## config.mk

```make
export PLATFORM = sky130hd
export DESIGN_NAME = tofHistTop
export DESIGN_NICKNAME = d
export VERILOG_FILES = /design/src/source/histPkg.sv /design/src/source/eventBuffer.sv /design/src/source/phaseCounter.sv /design/src/source/histControl.sv /design/src/source/histAccumulator.sv /design/src/source/peakFinder.sv /design/src/source/tofHistTop.sv
export SDC_FILE = /design/constraint.sdc
export NUM_CORES = 1
export LEC_CHECK = 0
export BUFFER_PORTS_ARGS = -buffer_cell sky130_fd_sc_hd__buf_4
export CAP_MARGIN = 20
export CORE_UTILIZATION = 45
export CTS_CLUSTER_DIAMETER = 50
export DETAILED_ROUTE_END_ITERATION = 12
export PLACE_DENSITY = 0.7
export SKIP_CTS_REPAIR_TIMING = 1
export SYNTH_ARGS = -nofsm -noshare
export SYNTH_HDL_FRONTEND = slang
export SYNTH_SLANG_ARGS = --single-unit
export TNS_END_PERCENT = 100
```

## constraint.sdc

```tcl
create_clock -name clk -period 2.7 [get_ports clk]
set_input_delay 0.54 -clock clk [delete_from_list [all_inputs] [get_ports clk]]
set_output_delay 0.54 -clock clk [all_outputs]
set_load 0.02 [all_outputs]
```

## src/source/histPkg.sv

```systemverilog
`default_nettype none

package histPkg;

    // histogram geometry
    localparam int PIXEL_W      = 2;   // 4 pixels
    localparam int BIN_W        = 4;   // 16 time bins
    localparam int ADDR_W       = PIXEL_W + BIN_W;
    localparam int COUNT_W      = 4;   // saturates at 15

    // frame and flow control
    localparam int FRAME_EVENTS = 32;
    localparam int CREDIT_MAX   = 4;   // buffer depth = sender credits

    typedef logic [PIXEL_W-1:0] pixelT;
    typedef logic [BIN_W-1:0]   binT;
    typedef logic [ADDR_W-1:0]  addrT;  // {pixel, bin}
    typedef logic [COUNT_W-1:0] countT;

    // control phases, in the order a frame walks through them
    typedef enum logic [1:0] {
        ClearS,
        AccumS,
        DrainS,
        ScanS
    } ctrlStateT;

endpackage

`default_nettype wire

```

## src/source/eventBuffer.sv

```systemverilog
`timescale 1ns/1ps
`default_nettype none

module eventBuffer import histPkg::*; (
    input  wire        clk,
    input  wire        res,
    input  wire        evValid,
    input  wire pixelT evPixel,
    input  wire binT   evBin,
    input  wire        bufPop,
    output logic       bufValid,
    output pixelT      bufPixel,
    output binT        bufBin,
    output logic       creditReturn
);

    localparam int PTR_W = $clog2(CREDIT_MAX);

    pixelT pixMem [CREDIT_MAX];
    binT   binMem [CREDIT_MAX];

    logic [PTR_W-1:0] wrPtr;
    logic [PTR_W-1:0] rdPtr;
    logic [PTR_W:0]   fill;   // 0 .. CREDIT_MAX

    // entry storage
    always_ff @(posedge clk) begin
        if (evValid) begin
            pixMem[wrPtr] <= evPixel;
            binMem[wrPtr] <= evBin;
        end
    end

    always_ff @(posedge clk or negedge res) begin
        if (!res) begin
            wrPtr <= '0;
            rdPtr <= '0;
            fill  <= '0;
        end else begin
            if (evValid) wrPtr <= wrPtr + 1'b1;  // wraps at depth
            if (bufPop)  rdPtr <= rdPtr + 1'b1;
            fill <= fill + (PTR_W+1)'(evValid) - (PTR_W+1)'(bufPop);
        end
    end

    assign bufValid = (fill != '0);
    assign bufPixel = pixMem[rdPtr];
    assign bufBin   = binMem[rdPtr];

    // one credit back per popped entry in the pop cycle
    assign creditReturn = bufPop;

endmodule

`default_nettype wire

```

## src/source/phaseCounter.sv

```systemverilog
`timescale 1ns/1ps
`default_nettype none

module phaseCounter import histPkg::*; (
    input  wire  clk,
    input  wire  res,
    input  wire  cntClear,
    input  wire  cntStep,
    output addrT cntValue,
    output logic cntLastAddr,
    output logic cntFrameFull
);

    // clear address, event count or scan address depending on phase
    always_ff @(posedge clk or negedge res) begin
        if (!res) begin
            cntValue <= '0;
        end else if (cntClear) begin
            cntValue <= '0;  // phase change wins over a step
        end else if (cntStep) begin
            cntValue <= cntValue + 1'b1;
        end
    end

    // terminal flags
    assign cntLastAddr  = (cntValue == addrT'('1));
    assign cntFrameFull = (cntValue == addrT'(FRAME_EVENTS - 1));

endmodule

`default_nettype wire

```

## src/source/histControl.sv

```systemverilog
`timescale 1ns/1ps
`default_nettype none

module histControl import histPkg::*; (
    input  wire  clk,
    input  wire  res,
    input  wire  bufValid,
    input  wire  cntLastAddr,
    input  wire  cntFrameFull,
    output logic bufPop,
    output logic cntClear,
    output logic cntStep,
    output logic histClear,
    output logic histAccum,
    output logic histScan
);

    ctrlStateT state;
    ctrlStateT nextState;
    logic      drainTick;  // second drain cycle

    always_ff @(posedge clk or negedge res) begin
        if (!res) begin
            state     <= ClearS;
            drainTick <= 1'b0;
        end else begin
            state     <= nextState;
            drainTick <= (state == DrainS) && !drainTick;
        end
    end

    always_comb begin
        nextState = state;
        bufPop    = 1'b0;
        cntClear  = 1'b0;
        cntStep   = 1'b0;
        histClear = 1'b0;
        histAccum = 1'b0;
        histScan  = 1'b0;
        case (state)
            ClearS: begin
                histClear = 1'b1;  // zero one address per cycle
                cntStep   = 1'b1;
                if (cntLastAddr) begin
                    nextState = AccumS;
                    cntClear  = 1'b1;
                end
            end
            AccumS: begin
                bufPop    = bufValid;
                histAccum = bufValid;
                cntStep   = bufValid;
                // last event of the frame has just been popped
                if (bufValid && cntFrameFull) begin
                    nextState = DrainS;
                    cntClear  = 1'b1;
                end
            end
            DrainS: begin
                // let the in-flight read-modify-write land
                if (drainTick) nextState = ScanS;
            end
            ScanS: begin
                histScan = 1'b1;
                cntStep  = 1'b1;
                if (cntLastAddr) begin
                    nextState = ClearS;
                    cntClear  = 1'b1;
                end
            end
            default: nextState = ClearS;
        endcase
    end

endmodule

`default_nettype wire

```

## src/source/histAccumulator.sv

```systemverilog
`timescale 1ns/1ps
`default_nettype none

module histAccumulator import histPkg::*; (
    input  wire        clk,
    input  wire        res,
    input  wire        histClear,
    input  wire        histAccum,
    input  wire        histScan,
    input  wire addrT  clrAddr,
    input  wire pixelT accPixel,
    input  wire binT   accBin,
    output logic       rdValid,
    output addrT       rdAddr,
    output countT      rdCount
);

    countT mem [2**ADDR_W];

    addrT  accAddr;
    addrT  pendAddr;    // address of the event being written back
    logic  pendValid;
    logic  fwdHit;      // pending event follows a write to the same bin
    countT fwdCount;
    countT memQ;        // one-cycle read data
    countT baseCount;
    countT newCount;

    assign accAddr = {accPixel, accBin};

    // old count, or the value written on the cycle the read was missed
    assign baseCount = fwdHit ? fwdCount : memQ;
    assign newCount  = (baseCount == countT'('1)) ? baseCount : baseCount + 1'b1;

    // single read port, scan and accumulate never overlap
    always_ff @(posedge clk) begin
        if (histScan) begin
            memQ <= mem[clrAddr];
        end else if (histAccum) begin
            memQ <= mem[accAddr];
        end
        if (histClear) begin
            mem[clrAddr] <= '0;
        end else if (pendValid) begin
            mem[pendAddr] <= newCount;  // saturating write-back
        end
        pendAddr <= accAddr;
        fwdCount <= newCount;
        rdAddr   <= clrAddr;
    end

    always_ff @(posedge clk or negedge res) begin
        if (!res) begin
            pendValid <= 1'b0;
            fwdHit    <= 1'b0;
            rdValid   <= 1'b0;
        end else begin
            pendValid <= histAccum;
            fwdHit    <= histAccum && pendValid && (accAddr == pendAddr);
            rdValid   <= histScan;
        end
    end

    assign rdCount = memQ;

endmodule

`default_nettype wire

```

## src/source/peakFinder.sv

```systemverilog
`timescale 1ns/1ps
`default_nettype none

module peakFinder import histPkg::*; (
    input  wire        clk,
    input  wire        res,
    input  wire        rdValid,
    input  wire addrT  rdAddr,
    input  wire countT rdCount,
    output logic       peakValid,
    output pixelT      peakPixel,
    output binT        peakBin,
    output countT      peakCount
);

    binT   curBin;
    countT maxCount;   // running max for the current pixel
    binT   maxBin;
    logic  better;
    countT nextCount;
    binT   nextBin;

    assign curBin    = rdAddr[BIN_W-1:0];
    // bin 0 restarts the search, strict compare keeps the lowest bin on a tie
    assign better    = (curBin == '0) || (rdCount > maxCount);
    assign nextCount = better ? rdCount : maxCount;
    assign nextBin   = better ? curBin : maxBin;

    always_ff @(posedge clk) begin
        if (rdValid) begin
            maxCount <= nextCount;
            maxBin   <= nextBin;
        end
        if (rdValid && curBin == binT'('1)) begin
            peakPixel <= rdAddr[ADDR_W-1:BIN_W];
            peakBin   <= nextBin;
            peakCount <= nextCount;
        end
    end

    always_ff @(posedge clk or negedge res) begin
        if (!res) begin
            peakValid <= 1'b0;
        end else begin
            peakValid <= rdValid && (curBin == binT'('1));  // one pulse per pixel
        end
    end

endmodule

`default_nettype wire

```

## src/source/tofHistTop.sv

```systemverilog
`timescale 1ns/1ps
`default_nettype none

module tofHistTop import histPkg::*; (
    input  wire        clk,
    input  wire        res,
    input  wire        evValid,
    input  wire pixelT evPixel,
    input  wire binT   evBin,
    output logic       creditReturn,
    output logic       peakValid,
    output pixelT      peakPixel,
    output binT        peakBin,
    output countT      peakCount
);

    logic  bufValid;
    pixelT bufPixel;
    binT   bufBin;
    logic  bufPop;
    logic  cntClear;
    logic  cntStep;
    addrT  cntValue;
    logic  cntLastAddr;
    logic  cntFrameFull;
    logic  histClear;
    logic  histAccum;
    logic  histScan;
    logic  rdValid;
    addrT  rdAddr;
    countT rdCount;

    // input FIFO, credits match its depth
    eventBuffer uBuffer (
        .clk(clk), .res(res),
        .evValid(evValid), .evPixel(evPixel), .evBin(evBin),
        .bufPop(bufPop),
        .bufValid(bufValid), .bufPixel(bufPixel), .bufBin(bufBin),
        .creditReturn(creditReturn)
    );

    phaseCounter uCounter (
        .clk(clk), .res(res),
        .cntClear(cntClear), .cntStep(cntStep),
        .cntValue(cntValue), .cntLastAddr(cntLastAddr), .cntFrameFull(cntFrameFull)
    );

    histControl uControl (
        .clk(clk), .res(res),
        .bufValid(bufValid),
        .cntLastAddr(cntLastAddr), .cntFrameFull(cntFrameFull),
        .bufPop(bufPop), .cntClear(cntClear), .cntStep(cntStep),
        .histClear(histClear), .histAccum(histAccum), .histScan(histScan)
    );

    histAccumulator uAccum (
        .clk(clk), .res(res),
        .histClear(histClear), .histAccum(histAccum), .histScan(histScan),
        .clrAddr(cntValue),  // clear and scan address
        .accPixel(bufPixel), .accBin(bufBin),
        .rdValid(rdValid), .rdAddr(rdAddr), .rdCount(rdCount)
    );

    peakFinder uPeak (
        .clk(clk), .res(res),
        .rdValid(rdValid), .rdAddr(rdAddr), .rdCount(rdCount),
        .peakValid(peakValid), .peakPixel(peakPixel),
        .peakBin(peakBin), .peakCount(peakCount)
    );

endmodule

`default_nettype wire

```

[Word-level counts from Yosys, hierarchy flattened]
Memory sizes are Yosys's and may differ from the RTL's.
Cells that the tools add are included.
Storage, ports and cells
  memories: 3
  bits of input ports: 9
  bits in registers: 58
  output and inout port bits: 12
  logic and storage cells: 86
  memory bits (writable): 280
Memory list
  uAccum.mem: words 64, bits a word 4, read ports 2, clocked after Yosys merged registers in 0, wr ports 1, line histAccumulator.sv:18  | countT mem [2**ADDR_W];
  uBuffer.binMem: words 4, bits a word 4, read ports 1, clocked after Yosys merged registers in 0, wr ports 1, line eventBuffer.sv:20  | binT binMem [CREDIT_MAX];
  uBuffer.pixMem: words 4, bits a word 2, read ports 1, clocked after Yosys merged registers in 0, wr ports 1, line eventBuffer.sv:19  | pixelT pixMem [CREDIT_MAX];
Cells by class
  equal/unequal tests: 12
  $lt $le $gt $ge: 1
  add/sub/neg operators: 6
  mux-type cells: 30
  reductions and logical operators: 15
Operators with widths (number)
  4-bit 2-to-1 mux: 7
  6-bit 2-to-1 mux: 3
  1-bit 2-to-1 mux: 13
  4-bit equality test, second input constant: 2
  2-bit 2-to-1 mux: 4
  2-bit one-hot mux with 4 select lines: 1
  6-bit by 1-bit adder with 6-bit output, second input constant: 1
  6-bit by 5-bit equality test with 1-bit output, second input constant: 1
  6-bit equality test: 1
  6-bit equality test, second input constant: 1
  1-bit logical AND: 5
  2-bit by 1-bit adder with 2-bit output, second input constant: 2
  4-bit by 1-bit adder with 4-bit output, second input constant: 1
  2-bit equality test, second input constant: 2
  4-bit greater-than comparator: 1
  4-bit zero test: 1
  2-bit by 1-bit inequality test with 1-bit output, second input constant: 2
  2-bit inequality test, second input constant: 2
  1-bit one-hot mux with 2 select lines: 2
  4-bit AND reduction: 1
  2-bit nonzero test: 2
  4-bit OR reduction: 1
  3-bit by 1-bit adder with 3-bit output: 1
  3-bit nonzero test: 1
  6 further kinds: 6

[Depth between registers and ports, before layout]
Gate-level depths: netlist of run 1.
  depth after elaboration: 6
  mapped depth: 12
  gate-level depth less buffers: 9

[Cells and area by module]
Synthesis of run 1 repeated with hierarchy kept, for this count alone.
Unflattened totals
  cells, all modules: 1021
  area, all modules: 16020.4 um2
Modules (own cells, without submodules)
  histAccumulator: times used 1, seq. area each 8202.9 um2, cells an instance 839, area an instance 13340.3 um2
  eventBuffer: times used 1, seq. area each 895.9 um2, cells an instance 66, area an instance 1260.0 um2
  peakFinder: times used 1, seq. area each 565.5 um2, cells an instance 61, area an instance 863.3 um2
  phaseCounter: times used 1, seq. area each 150.1 um2, cells an instance 29, area an instance 299.0 um2
  histControl: times used 1, seq. area each 75.1 um2, cells an instance 26, area an instance 257.7 um2

[Worst setup path after synthesis of run 1]
OpenSTA, ideal clock, no wires.
  path kind: reg2reg
  start: register uAccum.fwdHit
  end: memory uAccum.mem[0][2] (netlist name) (data pin)
  period minus slack after synthesis: 2.750 ns
  setup slack: -0.050 ns
  data required time: 2.333 ns
  stages on the path, launching flop included: 8
  data arrival time: 2.382 ns
  library setup time: 0.367 ns
  path buffers: 1
  cell sequence: dfrtp_1 > clkbuf_1 > mux2_2 > ha_1 > nand3b_1 > o21ai_0 > o21ai_0 > and2_1
Between the ends
  cells in the longest elaborated chain, start to end: 4
  elaborated cells between the ends (all ways): 5
  classes of those cells: 1 x add/sub; 1 x eq/ne; 3 x mux
Ends and longest elaborated chain
  from (decl): line histAccumulator.sv:23  | logic fwdHit;
  from (signal assigned): line histAccumulator.sv:59  | fwdHit <= histAccum && pendValid && (accAddr == pendAddr);
  4-bit 2-to-1 mux (*): line histAccumulator.sv:32  | assign baseCount = fwdHit ? fwdCount : memQ;
  4-bit by 1-bit adder with 4-bit output or 4-bit equality test (tied branches): line histAccumulator.sv:33  | assign newCount = (baseCount == countT'('1)) ? baseCount : baseCount + 1'b1;
  4-bit 2-to-1 mux (*): line histAccumulator.sv:33
  net uAccum.newCount[2]: line histAccumulator.sv:27  | countT newCount;
  4-bit 2-to-1 mux (no source line) (*)
  to (decl): line histAccumulator.sv:18
The timed path passes the listed nets; every way through them passes the cells marked *.

[Worst setup path after layout of run 1]
  start: register uBuffer.rdPtr[0]
  end: register uAccum.memQ[0], in the netlist uAccum.rdCount[0] (data pin)
Between the ends
  cells in the longest elaborated chain, start to end: 4
  elaborated cells between the ends (all ways): 5
  classes of those cells: 2 x mux; 3 x memory
Ends and longest elaborated chain
  from (decl): line eventBuffer.sv:23  | logic [PTR_W-1:0] rdPtr;
  from (signal assigned): line eventBuffer.sv:41  | if (bufPop) rdPtr <= rdPtr + 1'b1;
  memory 4 x 4 bit or memory 4 x 2 bit (tied branches)
  memory 64 x 4 bit (*)
  4-bit 2-to-1 mux (*): line histAccumulator.sv:39  | end else if (histAccum) begin
  4-bit 2-to-1 mux (*): line histAccumulator.sv:37  | if (histScan) begin
  to (signal assigned): line histAccumulator.sv:38  | memQ <= mem[clrAddr];
  to (signal assigned): line histAccumulator.sv:40  | memQ <= mem[accAddr];
  to (decl): line histAccumulator.sv:25  | countT memQ;
Every way passes the cells marked *; elsewhere a longest branch is shown, timed or not. The select of a mux whose other input is x is not followed.
A chain may end at the register's enable or synchronous reset.

==> results of run 1 <==
per-layer routing:
metal  vias up  track usage, %  part of all wire, %
li1       4025               -                    -
met2       545            32.7                   46
met5         -               0                    0
met4         0            7.91                  3.3
met3        91            4.43                  9.4
met1      4828            30.4                   41
how the worst max path moves through the flow:
stage	end	slack, ns	cells past startpoint
after CTS	uAccum.rdCount[3]	-0.37	8
after global routing	uAccum.rdCount[1]	-0.19	11
after detailed placement	uAccum.rdCount[3]	-0.35	8
after floorplan	uAccum.rdCount[2]	0.006	9
after global placement	uAccum.rdCount[3]	-0.31	8
final	uAccum.rdCount[0]	-0.12	9
flip-flops by register name (all words and copies together) (netlist names):
name                cells
uAccum.fwdCount         4
uAccum.fwdHit           1
uAccum.mem            256
uAccum.pendAddr         6
uAccum.pendValid        1
uAccum.rdAddr           6
uAccum.rdCount          4
uAccum.rdValid          1
uBuffer.binMem         16
uBuffer.fill            3
uBuffer.pixMem          8
uBuffer.rdPtr           2
uBuffer.wrPtr           2
uControl.drainTick      1
uControl.state          2
uCounter.cntValue       6
uPeak.maxBin            4
uPeak.maxCount          4
uPeak.peakBin           4
uPeak.peakCount         4
uPeak.peakPixel         2
uPeak.peakValid         1
per-stage QoR:
step	setup TNS [ns]	setup slack, ns	instances	utilization, %	total power, mW
floorplan	0	0.00569	944	-	6.58
global placement	-0.881	-0.313	1432	49.1	6.86
detailed placement	-1.00	-0.354	1432	49.1	6.88
CTS	-1.04	-0.371	1506	52.9	12.2
global route	-7.30	-0.189	1527	54.4	12.7
finish	-0.794	-0.119	1527	54.4	12.4
Yosys cell counts, types with 15 or more instances:
master,count
inv_1,17
nor2b_1,21
dfxtp_1,16
mux2i_1,51
o21ai_0,19
mux4_2,123
nand2_1,46
clkbuf_1,26
mux2_2,16
buf_2,17
ha_1,15
edfxtp_1,302
dfrtp_1,20
a211oi_1,26
nor2_1,78
worst register-to-register path: stages, from the launching register on:
cell	delay, ns
dfrtp_2	0.44
mux4_4	0.68
buf_12	0.20
buf_12	0.15
clkbuf_16	0.16
mux4_2	0.41
mux2i_1	0.14
buf_4	0.16
o21ai_2	0.06
and4_1	0.19
final cells by class:
| cell class | instances | area, um2 |
|---|---|---|
| Multi-Input combinational cell | 532 | 5760 |
| Sequential cell | 338 | 9900 |
| Clock inverter | 27 | 280 |
| Clock buffer | 47 | 1050 |
| Timing Repair Buffer | 110 | 1170 |
| Inverter | 18 | 67.6 |
| Fill cell | 2687 | 15800 |
| Tap cell | 455 | 569 |
logic make-up after synthesis:
family,count (synthesis)
xor gates and xnor gates,17
buffers and inverters,77
adders and majority gates,16
and+or+nand+nor,202
muxes,191
AOI/OAI and AO/OA,103
DFF,338
placed cells by master (no fill, tap or decap), types with 5 or more instances in the layout:
cell       netlist  final
edfxtp_1       302    302
mux4_2         123    124
buf_4            3     83
nor2_1          78     56
mux2i_1         51     50
clkbuf_16        0     46
nand2_1         46     45
nor2_2           0     21
nor2b_1         21     20
a211oi_1        26     19
buf_12           0     18
inv_1           17     17
o21ai_0         19     17
dfrtp_1         20     17
dfxtp_1         16     16
mux2_2          16     15
ha_1            15     15
xnor2_1         14     14
a21oi_1         13     13
a211oi_2         3      9
nand3_1          9      9
o22ai_1          8      8
o21ai_1          6      7
nand2b_1         7      7
nand3b_1         7      7
inv_6            0      7
o211ai_1         6      6
clkinv_2         0      6
clkbuf_1        26      6
nor4_1           6      5
and2_1           9      5
power groups by stage:
stage	clock network [mW]	logic, mW	registers [mW]
floorplan	0	0.659	5.92
global placement	0	0.930	5.93
detailed placement	0	0.941	5.94
CTS	5.45	0.952	5.83
global route	5.64	1.23	5.85
finish	5.40	1.15	5.84
==> summary.txt, run 1 <==
GRT
  – Number of global-route vias before repair: 9369
  – Global Route Usage Sum: 21.4%
  – Pin count of the biggest net entering global routing: 48
  – Initial antenna violation count: 1
  – GRT Residual Overflow: 0
  – Global-route wire length before repair: 57.1 mm

Power
  – Switching pwr: 2.88 mW
  – Sequential power share: 47.2%
  – Power share of the combinational group: 9.3%
  – LEAKAGE: 5.57 nW
  – Int Pwr: 9.51 mW
  – PwrDens: 660 nW/um2
  – Net Sw Frac: 23.3%
  – Peak supply drop: 0.484 mV
  – Clock power share: 43.5%

Clock tree
  – Num CTS Buffers: 40
  – Clk sink count: 338
  – Maximum buffer depth of the clock tree: 3
  – CTS tree: built
  – Root buf cell: clkbuf_16
  – Clk_lat worst skew: 0.54 ns
  – H-tree depth: 2
  – Reg clk slew, reported paths: 0.06 ns

Timing
  – Hold_ws: 0.222 ns
  – Setup-failing EPs final: 24
  – Final slew viol count: 0
  – RSZ-0062 raised after global routing: true
  – Clock skew: 0.0190 ns
  – Post-route clock period utilization: 104%
  – Fin crit period: 2.82 ns
  – Count of final hold-check violations: 0
  – Final setup margin: -0.119 ns
  – Slew HR: 44.8%
  – Fmax: 355 MHz
  – Worst Tran Pin Value: 0.825 ns

Yosys
  – Post-synthesis cell area: 15800 um2
  – Largest family of logic cells by synthesized area: multiplexers
  – Post-synthesis sequential area ratio: 62.7%
  – Mux share of post-synthesis cell area: 22.0%
  – Post-synth EDFFs: 302
  – Xor/xnor share of the synthesized area: 0.944%
  – Synth Flop Type: edfxtp_1
  – Compound-Gate Fraction of Synth Area: 4.49%
  – Area leader, netlist: edfxtp_1
  – FFs w/ async S/R, synth: 5.92%
  – YS warnings: 0
  – Syn_nets: 969
  – Post-Synth Adder-Cell Area: 1.32%
  – Seq cells post-synth: 338
  – Cell count after synthesis: 944
  – Library cells used by synthesis: 48
  – Post-Synth Simple-Gate Area: 6.09%
  – Synth top area cells: edfxtp_1 (57%), mux4_2 (18%), mux2i_1 (3.2%), dfrtp_1 (3.2%), dfxtp_1 (2.0%)
  – Syn avg cell area: 16.7 um2
  – Post-synth top area share: 57.5%

Status
  – Status: finished with violations
  – Violated checks: setup timing

Critical path
  – Slowest stage delay, CP: 0.68 ns
  – Crit path DAT: 3.11 ns
  – Crit-path cells: mux4_4, buf_12, buf_12, clkbuf_16, mux4_2, mux2i_1, buf_4, o21ai_2, and4_1
  – Slowest-stage cell, CP: mux4_4
  – Worst setup path start: uBuffer.rdPtr[0]
  – RR Endpoint: uAccum.rdCount[0]
  – CP Max Fanout: 8
  – Worst setup path class: reg2reg
  – Cell mode on critical path: buf_12
  – Crit path max-delay family: multiplexers
  – Buf+Inv Stages, Crit Path: 4
  – Worst Setup End Kind: flop
  – Origin of the critical flop-to-flop path: uBuffer.rdPtr[0]
  – WP data required: 3.00 ns
  – R2R setup slack: -0.12 ns
  – R2R depth: 9
  – CP Launch Type: flop

Worst hold path
  – HP Class: in2reg
  – Hold Path Sink: uBuffer.binMem[1][3]
  – Hold path depth: 1
  – Hold wc startpoint: evBin[3]

Floorplan
  – Initial Util: 45.7%
  – Placeable Area: 34500 um2
  – Die area: 35800 um2
  – I/O Pins: 21
  – Die width: 189 um
  – Chip height: 189 um
  – Core Rows: 68

Routing
  – Vias per cell: 6.21
  – DRT Pass-1 Iters: 5
  – Post-route antenna net violation count: 0
  – DRC Markers: 0
  – Vias: 9489
  – 1st-iter DRT viols: 1194
  – Post-Route WL: 39.3 mm
  – Post-DR wirelength/cell: 25.7 um

Placed design
  – GPL Wtd Cong: 0.889
  – IO buf count: 20
  – Cell area after placement: 16900 um2
  – DP Wirelength: 25.5 mm

Finish
  – Fin nets: 1065
  – Share of cells above drive strength 1: 34.5%
  – N_diodes: 0
  – Finished Cell Area: 18800 um2
  – Layout area overhead: 19.0%

Run
  – Max-cap violations: 0
Power figures use the tool's default switching activity.
==> run 2, diff against run 1 <==
--- a/config.mk
+++ b/config.mk
@@ -7,6 +7,7 @@
 export LEC_CHECK = 0
 export BUFFER_PORTS_ARGS = -buffer_cell sky130_fd_sc_hd__buf_4
 export CAP_MARGIN = 20
+export CORE_ASPECT_RATIO = 1.5
 export CORE_UTILIZATION = 45
 export CTS_CLUSTER_DIAMETER = 50
 export DETAILED_ROUTE_END_ITERATION = 12
==> summary.txt, run 2 (same netlist as run 1, synthesis figures left out) <==
Status
  – Status: finished with violations
  – Violated checks: setup timing

Timing
  – RSZ-0062 raised after global routing: true
  – Hold_ws: 0.159 ns
  – Clock skew: 0.0168 ns
  – Worst Tran Pin Value: 0.826 ns
  – Setup-failing EPs final: 5
  – Count of final hold-check violations: 0
  – Post-route clock period utilization: 107%
  – Slew HR: 45.0%
  – Fmax: 345 MHz
  – Final setup margin: -0.197 ns
  – Final slew viol count: 0
  – Fin crit period: 2.90 ns

GRT
  – Global-route wire length before repair: 58.7 mm
  – Pin count of the biggest net entering global routing: 65
  – GRT Residual Overflow: 0
  – Number of global-route vias before repair: 9589
  – Initial antenna violation count: 0
  – Global Route Usage Sum: 22.3%

Floorplan
  – Die area: 35800 um2
  – Die width: 155 um
  – Placeable Area: 34400 um2
  – Initial Util: 45.9%
  – I/O Pins: 21
  – Chip height: 231 um
  – Core Rows: 83

Clock tree
  – H-tree depth: 1
  – CTS tree: built
  – Root buf cell: clkbuf_16
  – Clk sink count: 338
  – Reg clk slew, reported paths: 0.07 ns
  – Maximum buffer depth of the clock tree: 3
  – Clk_lat worst skew: 0.58 ns
  – Num CTS Buffers: 31

Finish
  – Top Registers: uAccum.mem (256), uBuffer.binMem (16), uBuffer.pixMem (8)
  – Largest register FFs: 256
  – Cell Count, Final, Fillers Out: 1520
  – Fill count: 2683
  – Utilization after layout: 53.8%
  – Top reg by flops: uAccum.mem
  – Fin nets: 1053
  – Commonest cells after routing, fill and taps aside: edfxtp_1 (302), mux4_2 (121), buf_4 (83)
  – Finished Cell Area: 18500 um2
  – Layout area overhead: 17.2%
  – Share of cells above drive strength 1: 34.5%
  – Commonest non-fill, non-tap cell in the layout: edfxtp_1

Placed design
  – Worst slack, placed: -0.285 ns
  – IO buf count: 20
  – Placed instance count: 1451
  – GPL Wtd Cong: 0.919
  – DP Wirelength: 27.3 mm
  – Cell area after placement: 17100 um2

Routing
  – Post-route antenna net violation count: 0
  – DRT Pass-1 Iters: 5
  – DRC Markers: 0
  – Vias: 9343
  – 1st-iter DRT viols: 956
  – Post-Route WL: 39.7 mm
  – Vias per cell: 6.15
  – Post-DR wirelength/cell: 26.1 um

Power
  – Peak supply drop: 0.525 mV
  – LEAKAGE: 5.42 nW
  – PwrDens: 627 nW/um2

Run
  – Max-cap violations: 0

Worst hold path
  – HP Class: in2reg
  – Hold path depth: 1

Critical path
  – WP data required: 3.04 ns
  – Worst Setup End Kind: flop
  – R2R depth: 9
  – Crit path DAT: 3.23 ns
  – CP Launch Type: flop
  – Worst setup path class: reg2reg
  – CP Max Fanout: 14
==> run 2: power breakdown <==
| part | switching, mW | internal, mW | total (mW) |
|---|---|---|---|
| clock | 2.02 | 2.63 | 4.64 |
| combinational | 0.616 | 0.509 | 1.13 |
| sequential | 0.0738 | 5.75 | 5.83 |
| total | 2.71 | 8.89 | 11.6 |
==> run 2: cell type report <==
| cell class | count | area [um2] | share of cell area [%] |
|---|---|---|---|
| diodes | 1 | 2.50 | 0.0135 |
| well taps | 467 | 584 | 3.16 |
| inverters | 18 | 67.6 | 0.365 |
| clock inverters | 23 | 293 | 1.58 |
| repair buffers | 110 | 1170 | 6.31 |
| multi-input cells | 529 | 5700 | 30.8 |
| flip-flops and latches | 338 | 9890 | 53.5 |
| clock buffers | 34 | 787 | 4.26 |
==> run 2: critical path: stages, from the launching register on <==
cell	delay [ns]
dfrtp_1	0.39
mux4_4	0.73
buf_12	0.18
clkbuf_16	0.18
a211oi_2	0.24
a21oi_1	0.08
a2111oi_1	0.44
buf_4	0.20
nor4_1	0.05
and4_1	0.16
==> run 2: layer usage <==
layer	part of all wire, %	routed length, um	global-route usage [%]	vias to the layer above
met1	34	13400	24.9	4790
met3	6.0	2380	2.73	132
li1	-	-	-	3961
met2	55	21700	40.9	460
met4	5.8	2300	12.8	0
met5	0	0	0	-
==> run 2: worst paths after layout <==
check / start / endpoint / slack (ns)
min in group asynchronous: res / uBuffer.wrPtr[1] / 0.39
worst min-delay path: evBin[0] / uBuffer.binMem[2][0] / 0.16
max in group asynchronous: res / uCounter.cntValue[0] / 2.06
worst max-delay path: uBuffer.rdPtr[0] / uAccum.rdCount[0] / -0.20
worst min register to register: uAccum.rdAddr[5] / uPeak.peakPixel[1] / 0.40
worst max register to register: uBuffer.rdPtr[0] / uAccum.rdCount[0] / -0.20
==> run 2: per-stage QoR <==
step                      setup TNS [ns]  power [mW]
after floorplan                        0        6.58
after global placement            -0.924        6.91
after detailed placement           -1.14        6.94
after CTS                          -1.17        11.5
after global routing               -1.77        11.9
final                             -0.686        11.6
==> run 3, diff against run 2 <==
--- a/config.mk
+++ b/config.mk
@@ -5,14 +5,16 @@
 export SDC_FILE = /design/constraint.sdc
 export NUM_CORES = 1
 export LEC_CHECK = 0
+export ABC_CLOCK_PERIOD_IN_PS = 3200
 export BUFFER_PORTS_ARGS = -buffer_cell sky130_fd_sc_hd__buf_4
 export CAP_MARGIN = 20
 export CORE_ASPECT_RATIO = 1.5
 export CORE_UTILIZATION = 45
 export CTS_CLUSTER_DIAMETER = 50
 export DETAILED_ROUTE_END_ITERATION = 12
-export PLACE_DENSITY = 0.7
+export PLACE_DENSITY = 0.68
 export SKIP_CTS_REPAIR_TIMING = 1
+export SKIP_LAST_GASP = 1
 export SYNTH_ARGS = -nofsm -noshare
 export SYNTH_HDL_FRONTEND = slang
 export SYNTH_SLANG_ARGS = --single-unit
==> constraint.sdc (replaced) <==
create_clock -name clk -period 3.2 [get_ports clk]
set_input_delay 0.64 -clock clk [delete_from_list [all_inputs] [get_ports clk]]
set_output_delay 0.64 -clock clk [all_outputs]
set_load 0.02 [all_outputs]
==> summary.txt, run 3 (same netlist as run 1, synthesis figures left out) <==
GRT
  – Initial antenna violation count: 0
  – Global Route Usage Sum: 21.9%
  – Global-route wire length before repair: 57.6 mm
  – Pin count of the biggest net entering global routing: 65
  – Number of global-route vias before repair: 9485
  – GRT Residual Overflow: 0

Floorplan
  – Die area: 35800 um2
  – Chip height: 231 um
  – I/O Pins: 21
  – Core Rows: 83
  – Die width: 155 um
  – Placeable Area: 34400 um2
  – Initial Util: 45.9%

Critical path
  – Slowest stage delay, CP: 0.82 ns
  – Worst Setup End Kind: flop
  – Worst setup path class: reg2reg
  – Crit-path cells: mux4_4, buf_4, a211oi_1, a21oi_1, a211oi_1, nor4_1, and4_1
  – Crit path max-delay family: compound AO/OA/AOI/OAI gates
  – Crit path DAT: 3.39 ns
  – CP Launch Type: flop
  – CP Max Fanout: 31
  – Buf+Inv Stages, Crit Path: 1
  – WP data required: 3.53 ns
  – Slowest-stage cell, CP: mux4_4
  – Cell mode on critical path: a211oi_1

Clock tree
  – Num CTS Buffers: 30
  – CTS tree: built
  – Clk sink count: 338
  – Maximum buffer depth of the clock tree: 3
  – Reg clk slew, reported paths: 0.07 ns
  – Root buf cell: clkbuf_16
  – Clk_lat worst skew: 0.58 ns
  – H-tree depth: 1

Power
  – LEAKAGE: 5.10 nW
  – PwrDens: 539 nW/um2
  – Peak supply drop: 0.413 mV
  – Sequential power share: 51.5%
  – Switching pwr: 2.11 mW
  – Net Sw Frac: 22.1%
  – Power share of the combinational group: 8.0%
  – Int Pwr: 7.44 mW
  – Clock power share: 40.5%

Status
  – Status: completed

Finish
  – Finished Cell Area: 17700 um2
  – Top reg by flops: uAccum.mem
  – Cell Count, Final, Fillers Out: 1472
  – Commonest non-fill, non-tap cell in the layout: edfxtp_1
  – Layout area overhead: 12.4%
  – Fin nets: 1006
  – Top Registers: uAccum.mem (256), uBuffer.binMem (16), uBuffer.pixMem (8)
  – Fill count: 2745
  – Multi-input gate area: 5520 um2
  – Register area: 9890 um2
  – Utilization after layout: 51.6%
  – Largest register FFs: 256
  – Commonest cells after routing, fill and taps aside: edfxtp_1 (302), mux4_2 (121), nor2_1 (78)
  – Share of cells above drive strength 1: 26.5%
  – N_diodes: 0

Timing
  – Count of final hold-check violations: 0
  – Final slew viol count: 0
  – Fin crit period: 3.06 ns
  – Fmax: 326 MHz
  – Post-route clock period utilization: 95.8%
  – Slew HR: 25.7%
  – Clock skew: 0.0255 ns
  – RSZ-0062 raised after global routing: false
  – Setup-failing EPs final: 0
  – Setup TNS: 0 ns
  – Worst Tran Pin Value: 1.11 ns

Placed design
  – Cell area after placement: 16600 um2
  – IO buf count: 20
  – Placed instance count: 1415
  – GPL Wtd Cong: 0.869
  – DP Wirelength: 25.8 mm

Routing
  – Vias per cell: 6.09
  – DRT Pass-1 Iters: 5
  – 1st-iter DRT viols: 870
  – Post-Route WL: 37.8 mm
  – Vias: 8968
  – DRC Markers: 0
  – Post-route antenna net violation count: 0
  – Post-DR wirelength/cell: 25.7 um

Run
  – Max-cap violations: 0

Worst hold path
  – HP Class: in2reg
-- run 3: cell types whose count changed in the layout (fill, tap and decap cells not counted), moves of 4 or more --
cell      delta
buf_12      -12
buf_4       -29
nor2_2      -32
nor2_1      +32
a211oi_1     +4
a211oi_2     -4
clkbuf_8     +4
-- run 3: through the flow --
stage	hold WS, ns	setup slack (ns)	total power [mW]
detailed placement	0.393	0.185	5.77
global route	0.257	0.0103	9.82
floorplan	0.344	0.450	5.55
global placement	0.389	0.159	5.75
finish	0.268	0.135	9.55
CTS	-0.0633	0.142	9.60
-- run 3: path summary, 6_finish.rpt --
path	startpoint	to	slack (ns)	depth (start not counted)
worst max-delay path	uBuffer.rdPtr[0]	uAccum.rdCount[1]	0.14	7
worst min-delay path	evBin[2]	uBuffer.binMem[2][2]	0.27	1
worst max register to register	uBuffer.rdPtr[0]	uAccum.rdCount[1]	0.14	7
worst min register to register	uAccum.rdAddr[5]	uPeak.peakPixel[1]	0.41	0
max in group asynchronous	res	uCounter.cntValue[1]	2.45	2
min in group asynchronous	res	uControl.drainTick	0.50	2
-- run 3: layout make-up --
cell class / count / share of cell area, %
Inverter: 18 / 0.381
Timing Repair Buffer: 64 / 3.36
Sequential cell: 338 / 55.8
Tap cell: 467 / 3.30
Clock buffer: 39 / 4.77
Clock inverter: 17 / 1.27
Multi-Input combinational cell: 529 / 31.1
-- run 3: per-layer routing --
layer  vias up  share of wire [%]  track usage, %
met5         -                  0               0
met4         0                5.2            11.9
met3        97                5.1            2.52
met2       346                 55            40.2
met1      4651                 35            24.6
li1       3874                  -               -
-- run 3: power groups by stage --
stage | logic, mW | registers (mW) | clock network (mW)
after global routing | 0.827 | 4.92 | 4.06
after floorplan | 0.556 | 4.99 | 0
after CTS | 0.765 | 4.91 | 3.92
after global placement | 0.745 | 5.00 | 0
final | 0.767 | 4.92 | 3.87
after detailed placement | 0.758 | 5.01 | 0
